`src/include/exec_complete_settings.svh`:
```
`ifndef EXEC_COMPLETE_SETTINGS_SVH
`define EXEC_COMPLETE_SETTINGS_SVH

// data word width
`define EC_XLEN 32

// physical register count, tag 0 is the zero register
`define EC_PHYS_REGS 32

`define EC_ROB_DEPTH 16

// multiplier latency in cycles
`define EC_MUL_STAGES 3

`endif
```
`src/source/exec_complete_pkg.sv`:
```
`default_nettype none
`include "exec_complete_settings.svh"

package exec_complete_pkg;

    typedef logic [`EC_XLEN-1:0]               word_t;
    typedef logic [$clog2(`EC_PHYS_REGS)-1:0]  preg_t;
    typedef logic [$clog2(`EC_ROB_DEPTH)-1:0]  rob_idx_t;

    typedef enum logic [2:0] {
        ALU_ADD  = 3'd0,  // traps on signed overflow
        ALU_SUB  = 3'd1,
        ALU_AND  = 3'd2,
        ALU_OR   = 3'd3,
        ALU_XOR  = 3'd4,
        ALU_ADDI = 3'd5,  // src2 replaced by imm
        ALU_SLT  = 3'd6,
        ALU_BEQ  = 3'd7   // checks prediction
    } alu_op_e;

    typedef enum logic {
        MUL_LO = 1'b0,
        MUL_HI = 1'b1
    } mul_op_e;

endpackage

`default_nettype wire

```
`src/source/complete_stage.sv`:
```
`default_nettype none

module complete_stage
    import exec_complete_pkg::*;
(
    input  logic        clk_i,
    input  logic        rst_n_i,

    // alu lane
    input  logic        alu_valid_i,
    input  word_t       alu_value_i,
    input  preg_t       alu_dest_i,
    input  rob_idx_t    alu_rob_idx_i,
    input  logic        alu_exception_i,
    input  logic        alu_mispred_i,

    // mul lane
    input  logic        mul_valid_i,
    input  word_t       mul_value_i,
    input  preg_t       mul_dest_i,
    input  rob_idx_t    mul_rob_idx_i,

    output logic [1:0]  prf_wr_en_o,
    output preg_t       prf_wr_tag_o   [2],
    output word_t       prf_wr_data_o  [2],

    output logic [1:0]  wb_valid_o,
    output rob_idx_t    wb_rob_idx_o   [2],
    output logic [1:0]  wb_exception_o,
    output logic [1:0]  wb_mispred_o,

    output logic [1:0]  cdb_valid_o,
    output preg_t       cdb_tag_o      [2],
    output word_t       cdb_value_o    [2]
);

    logic [1:0] lane_valid;
    word_t      lane_value [2];
    preg_t      lane_dest  [2];
    rob_idx_t   lane_rob   [2];
    logic [1:0] lane_exc;
    logic [1:0] lane_mis;
    logic       writes;

    assign lane_valid = {mul_valid_i, alu_valid_i};
    assign lane_value = '{alu_value_i, mul_value_i};
    assign lane_dest  = '{alu_dest_i, mul_dest_i};
    assign lane_rob   = '{alu_rob_idx_i, mul_rob_idx_i};
    assign lane_exc   = {1'b0, alu_exception_i};  // mul never traps
    assign lane_mis   = {1'b0, alu_mispred_i};

    always_comb begin
        for (int i = 0; i < 2; i++) begin
            writes            = lane_valid[i] && (lane_dest[i] != '0);
            prf_wr_en_o[i]    = writes;
            prf_wr_tag_o[i]   = writes ? lane_dest[i] : '0;
            prf_wr_data_o[i]  = writes ? lane_value[i] : '0;
            // rob still hears about tag 0 results
            wb_valid_o[i]     = lane_valid[i];
            wb_rob_idx_o[i]   = lane_valid[i] ? lane_rob[i] : '0;
            wb_exception_o[i] = lane_valid[i] && lane_exc[i];
            wb_mispred_o[i]   = lane_valid[i] && lane_mis[i];
            cdb_valid_o[i]    = writes;
            cdb_tag_o[i]      = writes ? lane_dest[i] : '0;
            cdb_value_o[i]    = writes ? lane_value[i] : '0;
        end
    end

    a_distinct_rob: assert property (@(posedge clk_i) disable iff (!rst_n_i)
        (wb_valid_o == 2'b11) |-> (wb_rob_idx_o[0] != wb_rob_idx_o[1]));

endmodule

`default_nettype wire

```
`config.mk`:
```
export PLATFORM = sky130hd
export DESIGN_NAME = complete_stage
export DESIGN_NICKNAME = d
export VERILOG_FILES = /design/src/source/exec_complete_pkg.sv /design/src/source/complete_stage.sv
export VERILOG_INCLUDE_DIRS = /design/src /design/src/include
export SDC_FILE = /design/constraint.sdc
export NUM_CORES = 1
export LEC_CHECK = 0
export BUFFER_PORTS_ARGS = -buffer_cell sky130_fd_sc_hd__buf_2
export CAP_MARGIN = 20
export CORE_AREA = 2 2 98 100
export DETAILED_ROUTE_END_ITERATION = 6
export DIE_AREA = 0 0 100 102
export PLACE_DENSITY_LB_ADDON = 0.2
export SLEW_MARGIN = 0
export SYNTH_ARGS = -nofsm -noshare
export SYNTH_HDL_FRONTEND = slang
export SYNTH_SLANG_ARGS = --single-unit
```
`constraint.sdc`:
```
create_clock -name vclk -period 1.11
set_input_delay 0.111 -clock vclk [all_inputs]
set_output_delay 0.111 -clock vclk [all_outputs]
set_load 0.02 [all_outputs]
```
==> flow_metrics.tcl <==
set metrics [dict create \
    yosysUniqueCellTypes 14 \
    finalCriticalPeriod_ps 1210 \
    arrival_ps 1100 \
    setup_viol_count_final 132 \
    drtIter0Drc 20 \
    yosys_warnings 0 \
    hold_class "input pin to primary output" \
    grt_pass1_wl_um 8710 \
    seqCellArea_sq_um 0 \
    synth_area_leaders "buf_4, a21oi_1, nand2_1" \
    use_met1 0.114 \
    grt_start_max_net_pins 44 \
    drc 0 \
    crit_type "input pin to primary output" \
    final-hold-violation-count 0 \
    fin_ws_ps -96.1 \
    hpwl_um 5370 \
    power.density_nw_per_um2 481 \
    grt_overflow_total 0 \
    finalCritPeriodShare 1.09 \
    vias_per_cell 4.16 \
    p_leak_nw 1.80 \
    avgSynthCellArea_sq_um 5.86 \
    critical_path.max_stage_delay_ps 270 \
    finalWirelength_um 7440 \
    grt-busiest-layer "met2" \
    use_met3 0.0226 \
    io_buffers 250 \
    nets 515 \
    grt_antenna_before_repair 0 \
    hold_start "mul_rob_idx_i[1]" \
    drtAntennaViolNets 0 \
    crit_slowest_cell "nor4_4" \
    sequential_cell_total 0 \
    die_area_sq_um 10200 \
    drive_gt1_frac 0.784 \
    path_cells "buf_6 -> nor4_4 -> buf_6 -> clkbuf_16 -> a21oi_4 -> buf_6" \
    synth_top_area_share 0.404 \
    cp-startpoint "alu_dest_i[2]" \
    area_delta_synth_final_pct 133 \
    cp.buffers_inverters 4 \
    die_w_um 100 \
    pin_count 254 \
    cap_viol_max_count 0 \
    end_kind "primary output" \
    rows 35 \
    dieHeight_um 102 \
    worstPathMaxFanout 6 \
    drt-pass1-iter-count 4 \
    ir_drop_mv 0.254 \
    yosysSeqAreaShare 0 \
    core-area_sq_um 9110 \
    max_clock_freq_mhz 829 \
    tns_ps -7400 \
    n_antenna_cell 0 \
    yosysTopAreaCell "buf_4" \
    status "finished, violations left" \
    gp_congestion 0.715 \
    first_global_vias 1828 \
    use_met2 0.208 \
    critPathLaunchType "input pin" \
    hold_ws_ps 547 \
    vias 2228 \
    final_max_slew_viol_count 0 \
    clockBufferCount 0 \
    wl_per_cell_um 13.9 \
    critical_path_required_ps 1000 \
    start_util 0.165 \
    cpMostUsedCell "buf_6" \
    finalPower_w 0.00169 \
    crit_family "buffers and inverters" \
    netlist_area_sq_um 1510 \
    grt_use_total 0.102 \
    rsz0062_at_grt "true" \
    violations "setup timing" \
    synthCells 257 \
]
-- cell usage in the layout (no fill, tap or decap) --
cell	instances
nand2_1	64
a21oi_2	28
a21oi_1	5
nor4_4	2
clkinv_1	1
buf_12	9
a21boi_4	1
buf_2	166
buf_4	5
buf_16	2
inv_1	1
and2_1	19
a21boi_2	1
buf_8	1
buf_6	82
conb_1	2
and2_2	1
a21oi_4	31
clkbuf_16	4
-- metal layers --
layer / share of wire / up-vias
met1: 0.34 / 1001
met4: 0 / 0
met2: 0.56 / 148
li1: - / 1079
met5: 0 / -
met3: 0.10 / 0
-- area by class of cell --
type	count	area [sq um]
Fill cell	954	5600
Inverter	2	7.51
Multi-Input combinational cell	154	1220
Tap cell	111	139
Timing Repair Buffer	269	2140
-- power by group --
| part | switching [W] | total (W) | internal, W |
|---|---|---|---|
| Combinational | 0.000959 | 0.00169 | 0.000727 |
| Clock | 0 | 0 | 0 |
| Sequential | 0 | 0 | 0 |
| Total | 0.000959 | 0.00169 | 0.000727 |
-- synth_stat cells --
cell type	instances
conb_1	1
nor4_4	2
clkbuf_1	11
buf_2	3
a21oi_2	4
buf_4	81
and2_2	1
and2_1	19
a21oi_1	60
inv_1	2
nand2_1	64
a21boi_0	2
buf_1	1
buf_6	6
-- stage by stage --
stage | instance area [sq um] | cells | setup slack (ps) | util
floorplan | 1690 | 258 | -104 | -
global placement | 2500 | 527 | -133 | 0.275
detailed placement | 2500 | 527 | -150 | 0.275
CTS | 2760 | 530 | -125 | 0.302
global route | 3510 | 536 | -147 | 0.385
finish | 3510 | 536 | -96.1 | 0.385
-- worst paths after layout --
check / endpoint / slack (ps) / cells after the start
setup / recovery: cdb_value_o[46] / -100 / 6
hold / removal: wb_rob_idx_o[1] / 550 / 3
-- kinds of logic after synthesis --
group / after synthesis / synth area share
and+or+nand+nor: 86 / 0.272
AOI/OAI and AO/OA: 66 / 0.233
other: 1 / 0.00249
buffers and inverters: 104 / 0.493
-- repair_timing --
action                     4_1_cts  5_1_grt
hold buffers                     0        0
gates resized for setup         54      167
pin swaps                        7       23
setup endpoints to repair      132      132
setup buffers                    1        1
cloned                           2        5
-- tightest hold or removal path, stage by stage --
cell and delay, ps:
buf_2 70, and2_1 100, buf_2 150
Power figures use the tool's default switching activity.
