## src/include/exec_complete_settings.svh

```systemverilog
`ifndef EXEC_COMPLETE_SETTINGS_SVH
`define EXEC_COMPLETE_SETTINGS_SVH

// data word width
`define EC_XLEN 32

// physical register count, tag 0 is the zero register
`define EC_PHYS_REGS 32

`define EC_ROB_DEPTH 16

// multiplier latency in cycles
`define EC_MUL_STAGES 3

`endif
```

## src/source/exec_complete_pkg.sv

```systemverilog
`default_nettype none
`include "exec_complete_settings.svh"

package exec_complete_pkg;

    typedef logic [`EC_XLEN-1:0]               word_t;
    typedef logic [$clog2(`EC_PHYS_REGS)-1:0]  preg_t;
    typedef logic [$clog2(`EC_ROB_DEPTH)-1:0]  rob_idx_t;

    typedef enum logic [2:0] {
        ALU_ADD  = 3'd0,  // traps on signed overflow
        ALU_SUB  = 3'd1,
        ALU_AND  = 3'd2,
        ALU_OR   = 3'd3,
        ALU_XOR  = 3'd4,
        ALU_ADDI = 3'd5,  // src2 replaced by imm
        ALU_SLT  = 3'd6,
        ALU_BEQ  = 3'd7   // checks prediction
    } alu_op_e;

    typedef enum logic {
        MUL_LO = 1'b0,
        MUL_HI = 1'b1
    } mul_op_e;

endpackage

`default_nettype wire

```

## src/source/mul_unit.sv

```systemverilog
`default_nettype none
`include "exec_complete_settings.svh"

module mul_unit
    import exec_complete_pkg::*;
(
    input  logic      clk_i,
    input  logic      rst_n_i,

    input  logic      issue_valid_i,
    input  mul_op_e   op_i,
    input  word_t     src1_data_i,
    input  word_t     src2_data_i,
    input  preg_t     dest_i,
    input  rob_idx_t  rob_idx_i,

    output logic      res_valid_o,
    output word_t     res_value_o,
    output preg_t     res_dest_o,
    output rob_idx_t  res_rob_idx_o
);

    // stage 1 operands
    logic      s1_valid_q;
    mul_op_e   s1_op_q;
    word_t     s1_a_q;
    word_t     s1_b_q;
    preg_t     s1_dest_q;
    rob_idx_t  s1_rob_q;

    // stage 2 full product
    logic                        s2_valid_q;
    mul_op_e                     s2_op_q;
    logic signed [2*`EC_XLEN-1:0] s2_prod_q;
    preg_t                       s2_dest_q;
    rob_idx_t                    s2_rob_q;

    logic signed [2*`EC_XLEN-1:0] product;

    assign product = $signed(s1_a_q) * $signed(s1_b_q);

    always_ff @(posedge clk_i) begin
        if (!rst_n_i) begin
            s1_valid_q  <= 1'b0;
            s2_valid_q  <= 1'b0;
            res_valid_o <= 1'b0;
        end else begin
            s1_valid_q  <= issue_valid_i;
            s2_valid_q  <= s1_valid_q;
            res_valid_o <= s2_valid_q;
        end
    end

    always_ff @(posedge clk_i) begin
        s1_op_q       <= op_i;
        s1_a_q        <= src1_data_i;
        s1_b_q        <= src2_data_i;
        s1_dest_q     <= dest_i;
        s1_rob_q      <= rob_idx_i;
        s2_op_q       <= s1_op_q;
        s2_prod_q     <= product;
        s2_dest_q     <= s1_dest_q;
        s2_rob_q      <= s1_rob_q;
        res_value_o   <= (s2_op_q == MUL_HI) ? s2_prod_q[2*`EC_XLEN-1:`EC_XLEN]
                                             : s2_prod_q[`EC_XLEN-1:0];
        res_dest_o    <= s2_dest_q;
        res_rob_idx_o <= s2_rob_q;
    end

endmodule

`default_nettype wire

```

## config.mk

```make
export PLATFORM = sky130hd
export DESIGN_NAME = mul_unit
export DESIGN_NICKNAME = d
export VERILOG_FILES = /design/src/source/exec_complete_pkg.sv /design/src/source/mul_unit.sv
export VERILOG_INCLUDE_DIRS = /design/src /design/src/include
export SDC_FILE = /design/constraint.sdc
export NUM_CORES = 2
export LEC_CHECK = 0
export ABC_AREA = 1
export ABC_CLOCK_PERIOD_IN_PS = 16800
export BUFFER_PORTS_ARGS = -buffer_cell sky130_fd_sc_hd__buf_2
export CAP_MARGIN = 0
export CORE_MARGIN = 4
export CORE_UTILIZATION = 55
export CTS_CLUSTER_DIAMETER = 60
export DETAILED_ROUTE_END_ITERATION = 6
export PLACE_DENSITY = 0.72
export SLEW_MARGIN = 20
export SYNTH_ARGS = -nofsm -noshare
export SYNTH_HDL_FRONTEND = slang
export SYNTH_SLANG_ARGS = --single-unit
```

## constraint.sdc

```tcl
create_clock -name clk_i -period 16.8 [get_ports clk_i]
set_input_delay 0.84 -clock clk_i [delete_from_list [all_inputs] [get_ports clk_i]]
set_output_delay 0.84 -clock clk_i [all_outputs]
set_load 0.005 [all_outputs]
```

==> flow_summary_export.csv <==
group,metric,value,unit
critical_path,crit_arrival,8.64,ns
synth,async_reset_ff_share,0,%
clock_network,clk_pin_slew_worst_paths,0.09,ns
critical_path,path_class,"flop to flop",
synth,synth_top_area_share,50.27,%
clock_network,clk_latency,0.51,ns
finish,area_delta_synth_final,4.980,%
global_routing,globalRouteOverflowTotal,0,
clock_network,cts_tree,"yes",
routing,drt_first_iter_violations,2055,
timing,relSlewSlack,32.45,%
clock_network,postCtsSetupBuffers,0,
floorplan,core_area,77590,um^2
synth,synth.top_cells.by_area,"fa_1, inv_1, nand2_1, dfxtp_1, ha_1",
timing,rsz0062_at_grt,"false",
synth,yosys_warnings,0,
hold_path,hold_path_class,"flop to flop",
clock_network,cts.sinks,192,
synth,ys_seq_area_share,8.920,%
synth,synth_top_area_cell,"fa_1",
placed_design,pre_cts_ws,8.579,ns
critical_path,cp.required,17.21,ns
floorplan,start_util,55.54,%
global_routing,grt_max_degree,33,
finish,nets,6594,
timing,period_minus_slack,8.235,ns
finish,nFillCells,7092,
timing,final-hold-violation-count,0,
critical_path,critical-path-top-delay-family,"adder cells",
timing,max_freq,121.4,MHz
timing,drv_slew,0,
clock_network,cts_buffer_depth,2,
clock_network,cts-root-buf,"clkbuf_16",
placed_design,io_buffers,118,
critical_path,crit_path_end_kind,"flop",
routing,routed_wirelength,111.8,mm
critical_path,path_buf_inv,9,
routing,vias_per_cell,5.028,
timing,fin_ws,8.565,ns
routing,ant_nets,0,
timing,period_share,49.02,%
synth,synth.avg_cell_area,8.191,um^2
critical_path,cp-start-kind,"flop",
timing,fin_tns_setup,0,ns
floorplan,die_h,287.9,um
flow_run,max_cap_viol_count,0,
routing,drtPass1Iterations,6,
synth,synth.distinct_cells,35,
critical_path,slowest_stage,"fa_1",
synth,ys_ff_latch,192,
placed_design,dpl.hpwl,92.92,mm
synth,syn_nets,6604,
finish,seqCellArea,3866,um^2
clock_network,ctsResizeCount,0,
synth,ys.flop_type,"dfxtp_1",
finish,mostFrequentLayoutCells,"inv_1, nand2_1, fa_1",
clock_network,numCtsBuffers,17,
placed_design,gp_congestion,1.003,
synth,synth_edf_count,0,
floorplan,die_w,287.9,um
timing,setup-violations-final,0,
floorplan,dieArea,82890,um^2
finish,final_common_cell,"inv_1",
finish,multi_input_area,32150,um^2
critical_path,cp_slowest_stage_delay,0.86,ns
critical_path,crit_fanout,17,
synth,syn_inst,5261,
clock_network,ctsHtreeMaxLevel,4,
global_routing,first_global_vias,35380,
timing,skew,0.02312,ns
routing,wl_per_cell,17.72,um
finish,drive_gt1_share,6.022,%
global_routing,grt_pass1_wl,187.5,mm
routing,drc,0,
outcome,status,"completed",
clock_network,ctsHoldBuffers,0,
timing,tightest_slew,1.013,ns
floorplan,rows,102,
global_routing,track_usage,29.08,%
floorplan,ios,119,
synth,synth_area,43090,um^2
global_routing,antenna_found_initial,3,
routing,vias,31710,
-- through the flow --
stage | hold WS [ns] | util [%] | instance area, um^2 | cells
finish | 0.3183 | 58.30 | 45240 | 6306
global placement | 0.3095 | 57.52 | 44640 | 6272
floorplan | 0.3096 | - | 43090 | 5261
global route | 0.3202 | 58.29 | 45230 | 6304
detailed placement | 0.3121 | 57.52 | 44640 | 6272
CTS | 0.3215 | 58.29 | 45230 | 6304
-- layout make-up --
cell class | instances | share of cell area, %
diodes | 2 | 0.01106
well taps | 1040 | 2.876
clock buffers | 18 | 0.9708
repair buffers | 167 | 2.119
inverters | 1694 | 14.06
clock inverters | 14 | 0.3513
multi-input cells | 3179 | 71.07
flip-flops and latches | 192 | 8.546
-- cells in the mapped netlist (2+ instances only) --
cell type  count
xnor2_1        4
nand4_1       12
nor2_2        27
nand2_2       23
and2_1         2
nor4_1         2
o21ai_0       15
nor3_1         5
o21ai_1        3
buf_2          3
mux2_2        21
a21oi_1       55
or2_2          7
nor3_2         3
nor2_4         3
dfxtp_1      192
ha_1         184
inv_2          3
xor2_1        36
clkbuf_1     193
a21o_1         2
inv_1       1691
fa_1        1082
o21bai_1      11
nand3b_1       6
nor2_1       104
nand3_2       11
nand3_1       63
mux2_1        11
nand2_1     1482
-- state kept, by name, indices dropped and copies added (netlist names) --
name and cells:
res_dest_o 5, res_rob_idx_o 4, res_valid_o 1, res_value_o 32
s1_a_q 32, s1_b_q 32, s1_dest_q 5, s1_op_q 1
s1_rob_q 4, s1_valid_q 1, s2_dest_q 5, s2_op_q 1
s2_prod_q 64, s2_rob_q 4, s2_valid_q 1
-- final timing paths --
| check | slack (ns) | endpoint | cells past startpoint | startpoint |
|---|---|---|---|---|
| setup reg to reg | 8.57 | s2_prod_q[61] | 27 | s1_b_q[5] |
| setup / recovery | 8.57 | s2_prod_q[61] | 27 | s1_b_q[5] |
| hold / removal | 0.32 | s2_dest_q[2] | 0 | s1_dest_q[2] |
| hold reg to reg | 0.32 | s2_dest_q[2] | 0 | s1_dest_q[2] |
-- cell families after synthesis --
family          after synthesis  synth area share, %
flops                       192                8.920
mux                          32               0.8362
simple gates               1752                16.22
xor+xnor                     40               0.8130
buf+inv                    1890                16.47
compound gates               89                1.135
fa+ha+maj                  1266                55.61
-- layer usage --
| metal | GRT usage (%) | part of all wire (%) | up-vias |
|---|---|---|---|
| li1 | - | - | 14350 |
| met1 | 36.51 | 39 | 15930 |
| met2 | 51.51 | 51 | 1170 |
| met3 | 3.919 | 6.1 | 257 |
| met4 | 10.66 | 3.9 | 0 |
| met5 | 0 | 0 | - |
Power is left out: the tool's default activity adds up to more than one toggle a clock period on the data nets, which glitch-free logic cannot reach.
