`src/include/exec_complete_settings.svh`:
```
`ifndef EXEC_COMPLETE_SETTINGS_SVH
`define EXEC_COMPLETE_SETTINGS_SVH

// data word width
`define EC_XLEN 32

// physical register count, tag 0 is the zero register
`define EC_PHYS_REGS 32

`define EC_ROB_DEPTH 16

// multiplier latency in cycles
`define EC_MUL_STAGES 3

`endif
```
`src/source/exec_complete_pkg.sv`:
```
`default_nettype none
`include "exec_complete_settings.svh"

package exec_complete_pkg;

    typedef logic [`EC_XLEN-1:0]               word_t;
    typedef logic [$clog2(`EC_PHYS_REGS)-1:0]  preg_t;
    typedef logic [$clog2(`EC_ROB_DEPTH)-1:0]  rob_idx_t;

    typedef enum logic [2:0] {
        ALU_ADD  = 3'd0,  // traps on signed overflow
        ALU_SUB  = 3'd1,
        ALU_AND  = 3'd2,
        ALU_OR   = 3'd3,
        ALU_XOR  = 3'd4,
        ALU_ADDI = 3'd5,  // src2 replaced by imm
        ALU_SLT  = 3'd6,
        ALU_BEQ  = 3'd7   // checks prediction
    } alu_op_e;

    typedef enum logic {
        MUL_LO = 1'b0,
        MUL_HI = 1'b1
    } mul_op_e;

endpackage

`default_nettype wire

```
`src/source/alu_unit.sv`:
```
`default_nettype none
`include "exec_complete_settings.svh"

module alu_unit
    import exec_complete_pkg::*;
(
    input  logic      clk_i,
    input  logic      rst_n_i,

    input  logic      issue_valid_i,
    input  alu_op_e   op_i,
    input  word_t     src1_data_i,
    input  word_t     src2_data_i,
    input  word_t     imm_i,
    input  preg_t     dest_i,
    input  rob_idx_t  rob_idx_i,
    input  logic      pred_taken_i,

    output logic      res_valid_o,
    output word_t     res_value_o,
    output preg_t     res_dest_o,
    output rob_idx_t  res_rob_idx_o,
    output logic      res_exception_o,
    output logic      res_mispred_o
);

    word_t operand_b;
    word_t result;
    logic  overflow;
    logic  taken;
    logic  mispred;

    assign operand_b = (op_i == ALU_ADDI) ? imm_i : src2_data_i;
    assign taken     = (src1_data_i == operand_b);
    assign mispred   = (op_i == ALU_BEQ) && (taken != pred_taken_i);

    // ============================================================
    // execute
    // ============================================================
    always_comb begin
        result   = '0;
        overflow = 1'b0;
        case (op_i)
            ALU_ADD: begin
                result   = src1_data_i + operand_b;
                // same operand signs, different result sign
                overflow = (src1_data_i[`EC_XLEN-1] == operand_b[`EC_XLEN-1]) &&
                           (result[`EC_XLEN-1] != src1_data_i[`EC_XLEN-1]);
            end
            ALU_SUB:  result = src1_data_i - operand_b;
            ALU_AND:  result = src1_data_i & operand_b;
            ALU_OR:   result = src1_data_i | operand_b;
            ALU_XOR:  result = src1_data_i ^ operand_b;
            ALU_ADDI: result = src1_data_i + operand_b;
            ALU_SLT:  result = word_t'($signed(src1_data_i) < $signed(operand_b));
            ALU_BEQ:  result = word_t'(taken);
            default:  result = '0;
        endcase
    end

    // ============================================================
    // result stage
    // ============================================================
    always_ff @(posedge clk_i) begin
        if (!rst_n_i) begin
            res_valid_o     <= 1'b0;
            res_exception_o <= 1'b0;
            res_mispred_o   <= 1'b0;
        end else begin
            res_valid_o     <= issue_valid_i;
            res_exception_o <= issue_valid_i && overflow;
            res_mispred_o   <= issue_valid_i && mispred;
        end
    end

    always_ff @(posedge clk_i) begin
        res_value_o   <= result;
        res_dest_o    <= dest_i;
        res_rob_idx_o <= rob_idx_i;
    end

    a_flags_need_valid: assert property (@(posedge clk_i) disable iff (!rst_n_i)
        (res_exception_o || res_mispred_o) |-> res_valid_o);

endmodule

`default_nettype wire

```
`config.mk`:
```
export PLATFORM = sky130hd
export DESIGN_NAME = alu_unit
export DESIGN_NICKNAME = d
export VERILOG_FILES = /design/src/source/exec_complete_pkg.sv /design/src/source/alu_unit.sv
export VERILOG_INCLUDE_DIRS = /design/src /design/src/include
export SDC_FILE = /design/constraint.sdc
export NUM_CORES = 1
export LEC_CHECK = 0
export ABC_AREA = 1
export BUFFER_PORTS_ARGS = -buffer_cell sky130_fd_sc_hd__buf_2
export CAP_MARGIN = 10
export CORE_ASPECT_RATIO = 2
export CORE_UTILIZATION = 50
export CTS_BUF_LIST = sky130_fd_sc_hd__clkbuf_4
export DETAILED_ROUTE_END_ITERATION = 12
export GPL_ROUTABILITY_DRIVEN = 0
export PLACE_DENSITY_LB_ADDON = 0.08
export SLEW_MARGIN = 20
export SYNTH_ARGS = -nofsm -noshare
export SYNTH_HDL_FRONTEND = slang
export SYNTH_SLANG_ARGS = --single-unit
```
`constraint.sdc`:
```
create_clock -name clk_i -period 3.1 [get_ports clk_i]
set_input_delay 0.155 -clock clk_i [delete_from_list [all_inputs] [get_ports clk_i]]
set_output_delay 0.155 -clock clk_i [all_outputs]
set_load 0.005 [all_outputs]
```
==> impl_metrics.py, run 1 <==
metrics = {
    "placed_design": {
        "numPortBuffers": 155,
        "place_ws_ps": -78.9,
        "dp.cells": 1685,
        "placed_area_um2": 8490,
        "dp_hpwl_um": 23500,
    },
    "layout": {
        "fillers": 1622,
        "regArea_um2": 881,
        "fin_nets": 1722,
        "post-route-util_pct": 60.3,
        "drive_gt1_share_pct": 14.2,
        "final_cell_area_um2": 8700,
        "area_growth_pct": 16.7,
        "stdcell_count": 1706,
        "final_common_cell": "nand2_1",
        "layout_common_cells": "396 x nand2_1, 270 x inv_1, 155 x buf_2",
        "multi_input_comb_area_um2": 5310,
    },
    "global_routing": {
        "grt_use_total_pct": 38.5,
        "grt_pass1_vias": 8763,
        "grt_pass1_wl_um": 43800,
        "antenna_found_initial": 1,
        "gr-total-overflow": 0,
        "grt_max_degree": 34,
    },
    "sta": {
        "finalCritPeriodShare_pct": 89.1,
        "setup_ws_ps": 338,
        "slew_headroom_pct": 52.5,
        "whs_ps": 61.9,
        "period_minus_slack_ps": 2760,
        "setup_viol": 0,
        "fmax_ghz": 0.362,
        "fin_tns_setup_ps": 0,
        "report.final.slew_viol_count": 0,
        "tightest_slew_ps": 711,
        "timing.final.hold_violations": 0,
        "rsz0062_at_grt": "false",
    },
    "die": {
        "fp.dieArea_um2": 15400,
        "io_pins": 156,
        "fp.dieW_um": 88.3,
        "start_util_pct": 51.7,
        "rows": 62,
        "coreArea_um2": 14400,
        "die_h_um": 175,
    },
    "clock_network": {
        "cts_hold_buffers": 11,
        "clock_path_buffers": 2,
        "ctsResizeCount": 0,
        "numCtsBuffers": 5,
        "post-cts-setup-buffer-count": 0,
        "cts_max_level": 2,
        "cts_tree": "built",
        "clock_sinks": 44,
        "cts_root_buf": "clkbuf_4",
        "clk_pin_slew_ps": 150,
    },
    "logic_synthesis": {
        "ys_seq_area_share_pct": 11.8,
        "syn_nets": 1559,
        "synth_edf_count": 0,
        "yosysUniqueCellTypes": 40,
        "syn-instance-count": 1349,
        "syn_area_per_cell_um2": 5.53,
        "syn_area_um2": 7460,
        "synth-seq-cells": 44,
        "yosysWarnings": 0,
        "synthArstFlopShare_pct": 0,
        "ys.flop_type": "dfxtp_1",
    },
    "detailed_routing": {
        "drcViolationCount": 0,
        "route.vias.total": 9247,
        "wirelength_um": 29200,
        "drt_iter0_markers": 694,
        "first_pass_iters": 8,
        "viasPerCell": 5.42,
        "antenna_left": 0,
        "wl_per_cell_um": 17.1,
    },
    "critical_path": {
        "crit_top_cell": "nand2_1",
        "cp_cell_sequence": "buf_2, inv_1, nand3_2, buf_12, o21ai_0, inv_1, ha_1, nand2_1, nor2_1, inv_1, nor3_1, nand2_1, nand2_1, nand2_1, nand3_1, nand3_1",
        "cp-end-kind": "register",
        "worst_path_max_delay_cell": "ha_1",
        "worstPathRequired_ps": 3430,
        "cp.arrival_ps": 3090,
        "critPathLaunchType": "input pin",
        "critPathKind": "in2reg",
        "crit_path_max_incr_delay_ps": 530,
        "path_max_fanout": 33,
        "startpoint": "op_i[1]",
    },
    "hold_path": {
        "min-delay-start": "src1_data_i[31]",
        "hold_class": "in2reg",
    },
    "power_and_ir_drop": {
        "total_power_mw": 2.78,
        "irDropWorstVdd_mv": 0.210,
        "p_leak_nw": 5.25,
        "p_per_area_nw_per_um2": 320,
    },
    "status": {
        "status": "completed",
    },
    "job": {
        "maxCapViolCount": 0,
    },
}
-- worst max-delay path: cells and delay by family --
family / cells / cell delay [ps]
AO/OA/AOI/OAI: 1 / 330
buffers and inverters: 5 / 640
adder cells (fa/ha/maj): 1 / 530
AND/OR/NAND/NOR: 9 / 1410
-- final timing paths --
| kind | to | cells past startpoint |
|---|---|---|
| setup / recovery | res_value_o[31] | 16 |
| hold / removal | res_exception_o | 3 |
-- power by group --
part	total, mW	internal (mW)	switching (mW)	leakage [nW]
clock network	0.440	0.172	0.268	0.0418
registers	0.688	0.656	0.0320	0.370
logic	1.65	0.578	1.08	4.84
total	2.78	1.41	1.38	5.25
-- per-layer routing --
metal | vias to the layer above | global-route usage, % | wire (um)
met4 | 0 | 38.6 | 3410
met5 | - | 0 | 0
met3 | 198 | 6.24 | 1950
met1 | 4007 | 34.7 | 9260
li1 | 4549 | - | -
met2 | 493 | 68.1 | 14600
-- state kept, by name, indices dropped and copies added, names as in the netlist --
signal and count:
res_value_o 32, res_dest_o 5, res_rob_idx_o 4, res_exception_o 1, res_mispred_o 1, res_valid_o 1
-- layout make-up --
type                    instances  share of cell area (%)
flip-flops and latches         44                    10.1
well taps                     192                    2.76
clock buffers                   5                   0.431
inverters                     275                    11.9
repair buffers                198                    13.3
diodes                          1                  0.0288
multi-input cells             988                    61.0
clock inverters                 3                   0.532
-- cell usage after synthesis, drive strengths merged (2+ instances only) --
cell / count / area share (%)
o21bai: 16 / 1.6
buf: 36 / 2.9
a31oi: 3 / 0.25
clkbuf: 6 / 0.30
nor4: 2 / 0.17
nand4: 14 / 1.2
a21oi: 88 / 6.0
nor3: 15 / 1.2
dfxtp: 44 / 12
inv: 275 / 14
o21ai: 66 / 4.4
nand3b: 2 / 0.20
o22ai: 15 / 1.3
xor2: 11 / 1.3
a211oi: 4 / 0.40
nand3: 119 / 8.1
fa: 2 / 0.54
a221oi: 4 / 0.47
nand2: 400 / 20
nor2: 116 / 6.0
ha: 96 / 16
o2111ai: 8 / 0.94
-- logic make-up (layout without fill, tap and decap cells) --
group | after synthesis | in the layout | synth area share (%)
simple gates | 672 | 672 | 37.5
buf+inv | 317 | 481 | 17.1
compound gates | 207 | 207 | 15.6
fa+ha+maj | 98 | 98 | 16.6
flops | 44 | 44 | 11.8
xor+xnor | 11 | 11 | 1.29
other cells | 0 | 1 | 0
No activity file was read; power rests on OpenSTA's default activity.
==> inputs of run 2 (changes only) <==
PLACE_DENSITY_LB_ADDON = 0.05   (was 0.08)
==> run 2 against run 1 <==
Sequential power barely moved. Clock-buffer cell count stayed put. Clock power is 0.9% higher. Fmax increased by 0.10%. Largest power group unchanged.
==> impl_metrics.py, run 2 (synthesized netlist as in run 1, its figures left out) <==
metrics = {
    "layout": {
        "post-route-util_pct": 60.3,
        "final_cell_area_um2": 8700,
        "layout_common_cells": "396 x nand2_1, 270 x inv_1, 155 x buf_2",
        "drive_gt1_share_pct": 14.1,
        "fin_nets": 1720,
        "area_growth_pct": 16.7,
        "largest_reg_flops": 32,
        "largest-register": "res_value_o",
        "final_common_cell": "nand2_1",
        "top_regs": "res_value_o: 32 flops, res_dest_o: 5 flops, res_rob_idx_o: 4 flops",
    },
    "clock_network": {
        "ctsResizeCount": 0,
        "cts_max_level": 2,
        "clk_pin_slew_ps": 150,
        "cts_root_buf": "clkbuf_4",
        "cts_tree": "built",
        "post-cts-setup-buffer-count": 0,
        "numCtsBuffers": 5,
        "clock_sinks": 44,
        "clock_path_buffers": 2,
    },
    "sta": {
        "tightest_slew_ps": 678,
        "finalCritPeriodShare_pct": 89.0,
        "fin_tns_setup_ps": 0,
        "fmax_ghz": 0.362,
        "rsz0062_at_grt": "false",
        "setup_viol": 0,
        "timing.final.hold_violations": 0,
        "slew_headroom_pct": 54.8,
        "period_minus_slack_ps": 2760,
        "report.final.slew_viol_count": 0,
        "whs_ps": 30.4,
        "setup_ws_ps": 341,
    },
    "die": {
        "fp.dieArea_um2": 15400,
        "fp.dieW_um": 88.3,
        "die_h_um": 175,
        "io_pins": 156,
        "start_util_pct": 51.7,
        "coreArea_um2": 14400,
        "rows": 62,
    },
    "status": {
        "status": "completed",
    },
    "critical_path": {
        "worst_path_max_delay_cell": "ha_1",
        "critPathKind": "in2reg",
        "crit_path_max_incr_delay_ps": 520,
        "critPathTopFamily": "compound AO/OA/AOI/OAI gates",
        "path_buf_inv": 7,
        "worstPathRequired_ps": 3440,
        "cp_cell_sequence": "buf_2, inv_1, nand3_2, buf_12, o21ai_0, inv_1, ha_1, inv_1, nand2_1, nand2_1, o21bai_1, inv_1, nand2_1, o21bai_1, nand2_1, nand2_1, o21ai_0, inv_1",
        "cp.arrival_ps": 3100,
        "cp-end-kind": "register",
        "critPathLaunchType": "input pin",
        "path_max_fanout": 31,
    },
    "global_routing": {
        "grt_pass1_wl_um": 44000,
        "grt_max_degree": 36,
        "grt_use_total_pct": 38.3,
        "antenna_found_initial": 3,
        "gr-total-overflow": 0,
        "grt_pass1_vias": 8881,
    },
    "placed_design": {
        "placed_area_um2": 8490,
        "dp_hpwl_um": 23500,
        "numPortBuffers": 155,
        "place_ws_ps": -162,
    },
    "power_and_ir_drop": {
        "irDropWorstVdd_mv": 0.162,
        "p_leak_nw": 5.24,
        "p_per_area_nw_per_um2": 319,
    },
    "detailed_routing": {
        "wirelength_um": 28900,
        "viasPerCell": 5.37,
        "drt_iter0_markers": 599,
        "route.vias.total": 9158,
        "drcViolationCount": 0,
        "antenna_left": 0,
        "wl_per_cell_um": 16.9,
        "first_pass_iters": 8,
    },
    "job": {
        "maxCapViolCount": 0,
    },
    "hold_path": {
        "worstHoldEndpoint": "res_exception_o",
        "hold_class": "in2reg",
        "min_path_cells": 3,
        "min-delay-start": "src1_data_i[31]",
    },
}
run 2: repair_timing:
action / 4_1_cts / 5_1_grt
hold buffers: 12 / 0
hold endpoints to repair: 11 / 0
endpoints found under the setup margin: 0 / 0
run 2: tightest hold or removal path, stage by stage:
cell     delay (ps)
buf_2           130
nand3_1          80
a21oi_1          80
run 2: worst max-delay path by stage:
stage	from	endpoint	slack (ps)	cells past startpoint
floorplan	op_i[1]	res_value_o[20]	560	20
global placement	op_i[1]	res_value_o[18]	-160	18
detailed placement	op_i[1]	res_value_o[18]	-160	18
CTS	op_i[1]	res_value_o[18]	300	18
global route	op_i[1]	res_value_o[26]	40	17
finish	op_i[1]	res_value_o[18]	340	18
run 2: report_power, final:
part / total (mW) / internal, mW / switching (mW)
logic: 1.65 / 0.578 / 1.07
registers: 0.686 / 0.656 / 0.0303
clock network: 0.444 / 0.172 / 0.272
total: 2.78 / 1.41 / 1.37
run 2: through the flow:
step	std cells	power (mW)
after detailed placement	1683	2.29
after global placement	1683	2.28
after floorplan	1349	1.72
after global routing	1706	2.99
after CTS	1703	2.74
final	1706	2.78
run 2: layer usage:
| layer | global-route usage [%] | vias up | share of wire [%] |
|---|---|---|---|
| li1 | - | 4548 | - |
| met1 | 33.8 | 4018 | 32 |
| met2 | 68.9 | 426 | 52 |
| met3 | 5.90 | 166 | 5.4 |
| met4 | 38.0 | 0 | 11 |
| met5 | 0.350 | - | 0 |
run 2: area by class of cell:
| cell class | count | area, um2 |
|---|---|---|
| Antenna cell | 3 | 7.51 |
| Clock buffer | 5 | 37.5 |
| Clock inverter | 3 | 46.3 |
| Fill cell | 1614 | 5730 |
| Inverter | 275 | 1030 |
| Multi-Input combinational cell | 988 | 5310 |
| Sequential cell | 44 | 881 |
| Tap cell | 192 | 240 |
| Timing Repair Buffer | 196 | 1150 |
==> inputs of run 3 (changes only) <==
RECOVER_POWER = 50   (was default)
==> run 3 against run 2 <==
First-iteration DRC count up 8.2%. Hold slack worse by 1.6 ps. Sequential share of layout area about the same. Flip-flop and latch count unchanged. Clock-buffer cell count unchanged. Utilization down 0.16 points. Largest cell class unchanged.
==> impl_metrics.py, run 3 (synthesized netlist as in run 1, its figures left out) <==
metrics = {
    "die": {
        "die_h_um": 175,
        "fp.dieArea_um2": 15400,
        "start_util_pct": 51.7,
        "fp.dieW_um": 88.3,
        "coreArea_um2": 14400,
        "io_pins": 156,
        "rows": 62,
    },
    "clock_network": {
        "clock_sinks": 44,
        "clk_pin_slew_ps": 150,
        "post-cts-setup-buffer-count": 0,
        "cts_tree": "built",
        "cts_root_buf": "clkbuf_4",
        "ctsResizeCount": 0,
        "cts_max_level": 2,
        "clock_path_buffers": 2,
        "numCtsBuffers": 5,
        "cts_hold_buffers": 12,
    },
    "detailed_routing": {
        "antenna_left": 0,
        "route.vias.total": 9151,
        "first_pass_iters": 6,
        "viasPerCell": 5.36,
        "drcViolationCount": 0,
        "drt_iter0_markers": 648,
        "wl_per_cell_um": 16.9,
        "wirelength_um": 28800,
    },
    "placed_design": {
        "numPortBuffers": 155,
        "dp_hpwl_um": 23500,
    },
    "sta": {
        "whs_ps": 28.8,
        "period_minus_slack_ps": 2750,
        "fin_tns_setup_ps": 0,
        "rsz0062_at_grt": "false",
        "fmax_ghz": 0.363,
        "finalCritPeriodShare_pct": 88.8,
        "slew_headroom_pct": 54.9,
        "setup_viol": 0,
        "tightest_slew_ps": 675,
        "report.final.slew_viol_count": 0,
        "timing.final.hold_violations": 0,
    },
    "layout": {
        "area_growth_pct": 16.4,
        "fin_nets": 1720,
        "largest_reg_flops": 32,
        "drive_gt1_share_pct": 12.8,
        "largest-register": "res_value_o",
        "final_common_cell": "nand2_1",
        "layout_common_cells": "396 x nand2_1, 270 x inv_1, 136 x buf_2",
        "post-route-util_pct": 60.1,
        "fillers": 1617,
        "top_regs": "res_value_o: 32 flops, res_dest_o: 5 flops, res_rob_idx_o: 4 flops",
    },
    "critical_path": {
        "path_buf_inv": 7,
        "worstPathRequired_ps": 3450,
        "cp_cell_sequence": "buf_2, inv_1, nand3_2, buf_12, o21ai_0, inv_1, ha_1, inv_1, nand2_1, nand2_1, o21bai_1, inv_1, nand2_1, o21bai_1, nand2_1, nand2_1, o21ai_0, inv_1",
        "critPathLaunchType": "input pin",
        "critPathKind": "in2reg",
        "path_max_fanout": 31,
        "critPathTopFamily": "compound AO/OA/AOI/OAI gates",
        "cp.arrival_ps": 3100,
        "cp-end-kind": "register",
        "crit_path_max_incr_delay_ps": 520,
        "worst_path_max_delay_cell": "ha_1",
    },
    "status": {
        "status": "completed",
    },
    "hold_path": {
        "hold_class": "in2reg",
    },
    "power_and_ir_drop": {
        "total_power_mw": 2.77,
        "irDropWorstVdd_mv": 0.163,
        "p_leak_nw": 5.19,
        "p_per_area_nw_per_um2": 319,
    },
    "global_routing": {
        "grt_max_degree": 36,
        "grt_use_total_pct": 38.3,
        "grt_pass1_wl_um": 44000,
        "gr-total-overflow": 0,
        "antenna_found_initial": 3,
        "grt_pass1_vias": 8881,
    },
    "job": {
        "maxCapViolCount": 0,
    },
}
run 3: changes by cell type in the layout (fill, tap and decap cells not counted):
| cell | before | now |
|---|---|---|
| buf_2 | 155 | 136 |
| clkbuf_1 | 0 | 19 |
run 3: worst paths after layout:
path	startpoint	endpoint	slack (ps)	cells past startpoint
worst max-delay path	op_i[1]	res_value_o[18]	350	18
worst min-delay path	src1_data_i[31]	res_exception_o	30	3
run 3: cell type report:
| cell class | count | area (um2) | share of cell area (%) |
|---|---|---|---|
| Antenna cell | 3 | 7.51 | 0.0865 |
| Tap cell | 192 | 240 | 2.77 |
| Sequential cell | 44 | 881 | 10.1 |
| Clock inverter | 3 | 46.3 | 0.533 |
| Timing Repair Buffer | 196 | 1130 | 13.0 |
| Multi-Input combinational cell | 988 | 5310 | 61.1 |
| Inverter | 275 | 1030 | 11.9 |
| Clock buffer | 5 | 37.5 | 0.433 |
run 3: through the flow:
| step | std cells | worst slack (ps) | area [um2] |
|---|---|---|---|
| 2_1_floorplan | 1349 | 556 | 7460 |
| 3_3_place_gp | 1683 | -157 | 8490 |
| 3_5_place_dp | 1683 | -162 | 8490 |
| 4_1_cts | 1703 | 302 | 8690 |
| 5_1_grt | 1706 | 44.0 | 8680 |
| 6_report | 1706 | 347 | 8680 |
run 3: metal layers:
metal / wire length, um / up-vias / share of wire [%] / GRT usage [%]
met5: 0 / - / 0 / 0.350
met4: 3280 / 0 / 11 / 38.0
met3: 1530 / 174 / 5.3 / 5.90
met2: 14800 / 425 / 51 / 68.9
met1: 9210 / 4003 / 32 / 33.8
li1: - / 4549 / - / -
run 3: power by group:
part           internal (mW)  total [mW]  switching (mW)  leakage (nW)
Combinational          0.570        1.64            1.07          4.77
Sequential             0.656       0.687          0.0314         0.370
Clock                  0.172       0.447           0.275        0.0418
Total                   1.40        2.77            1.37          5.19
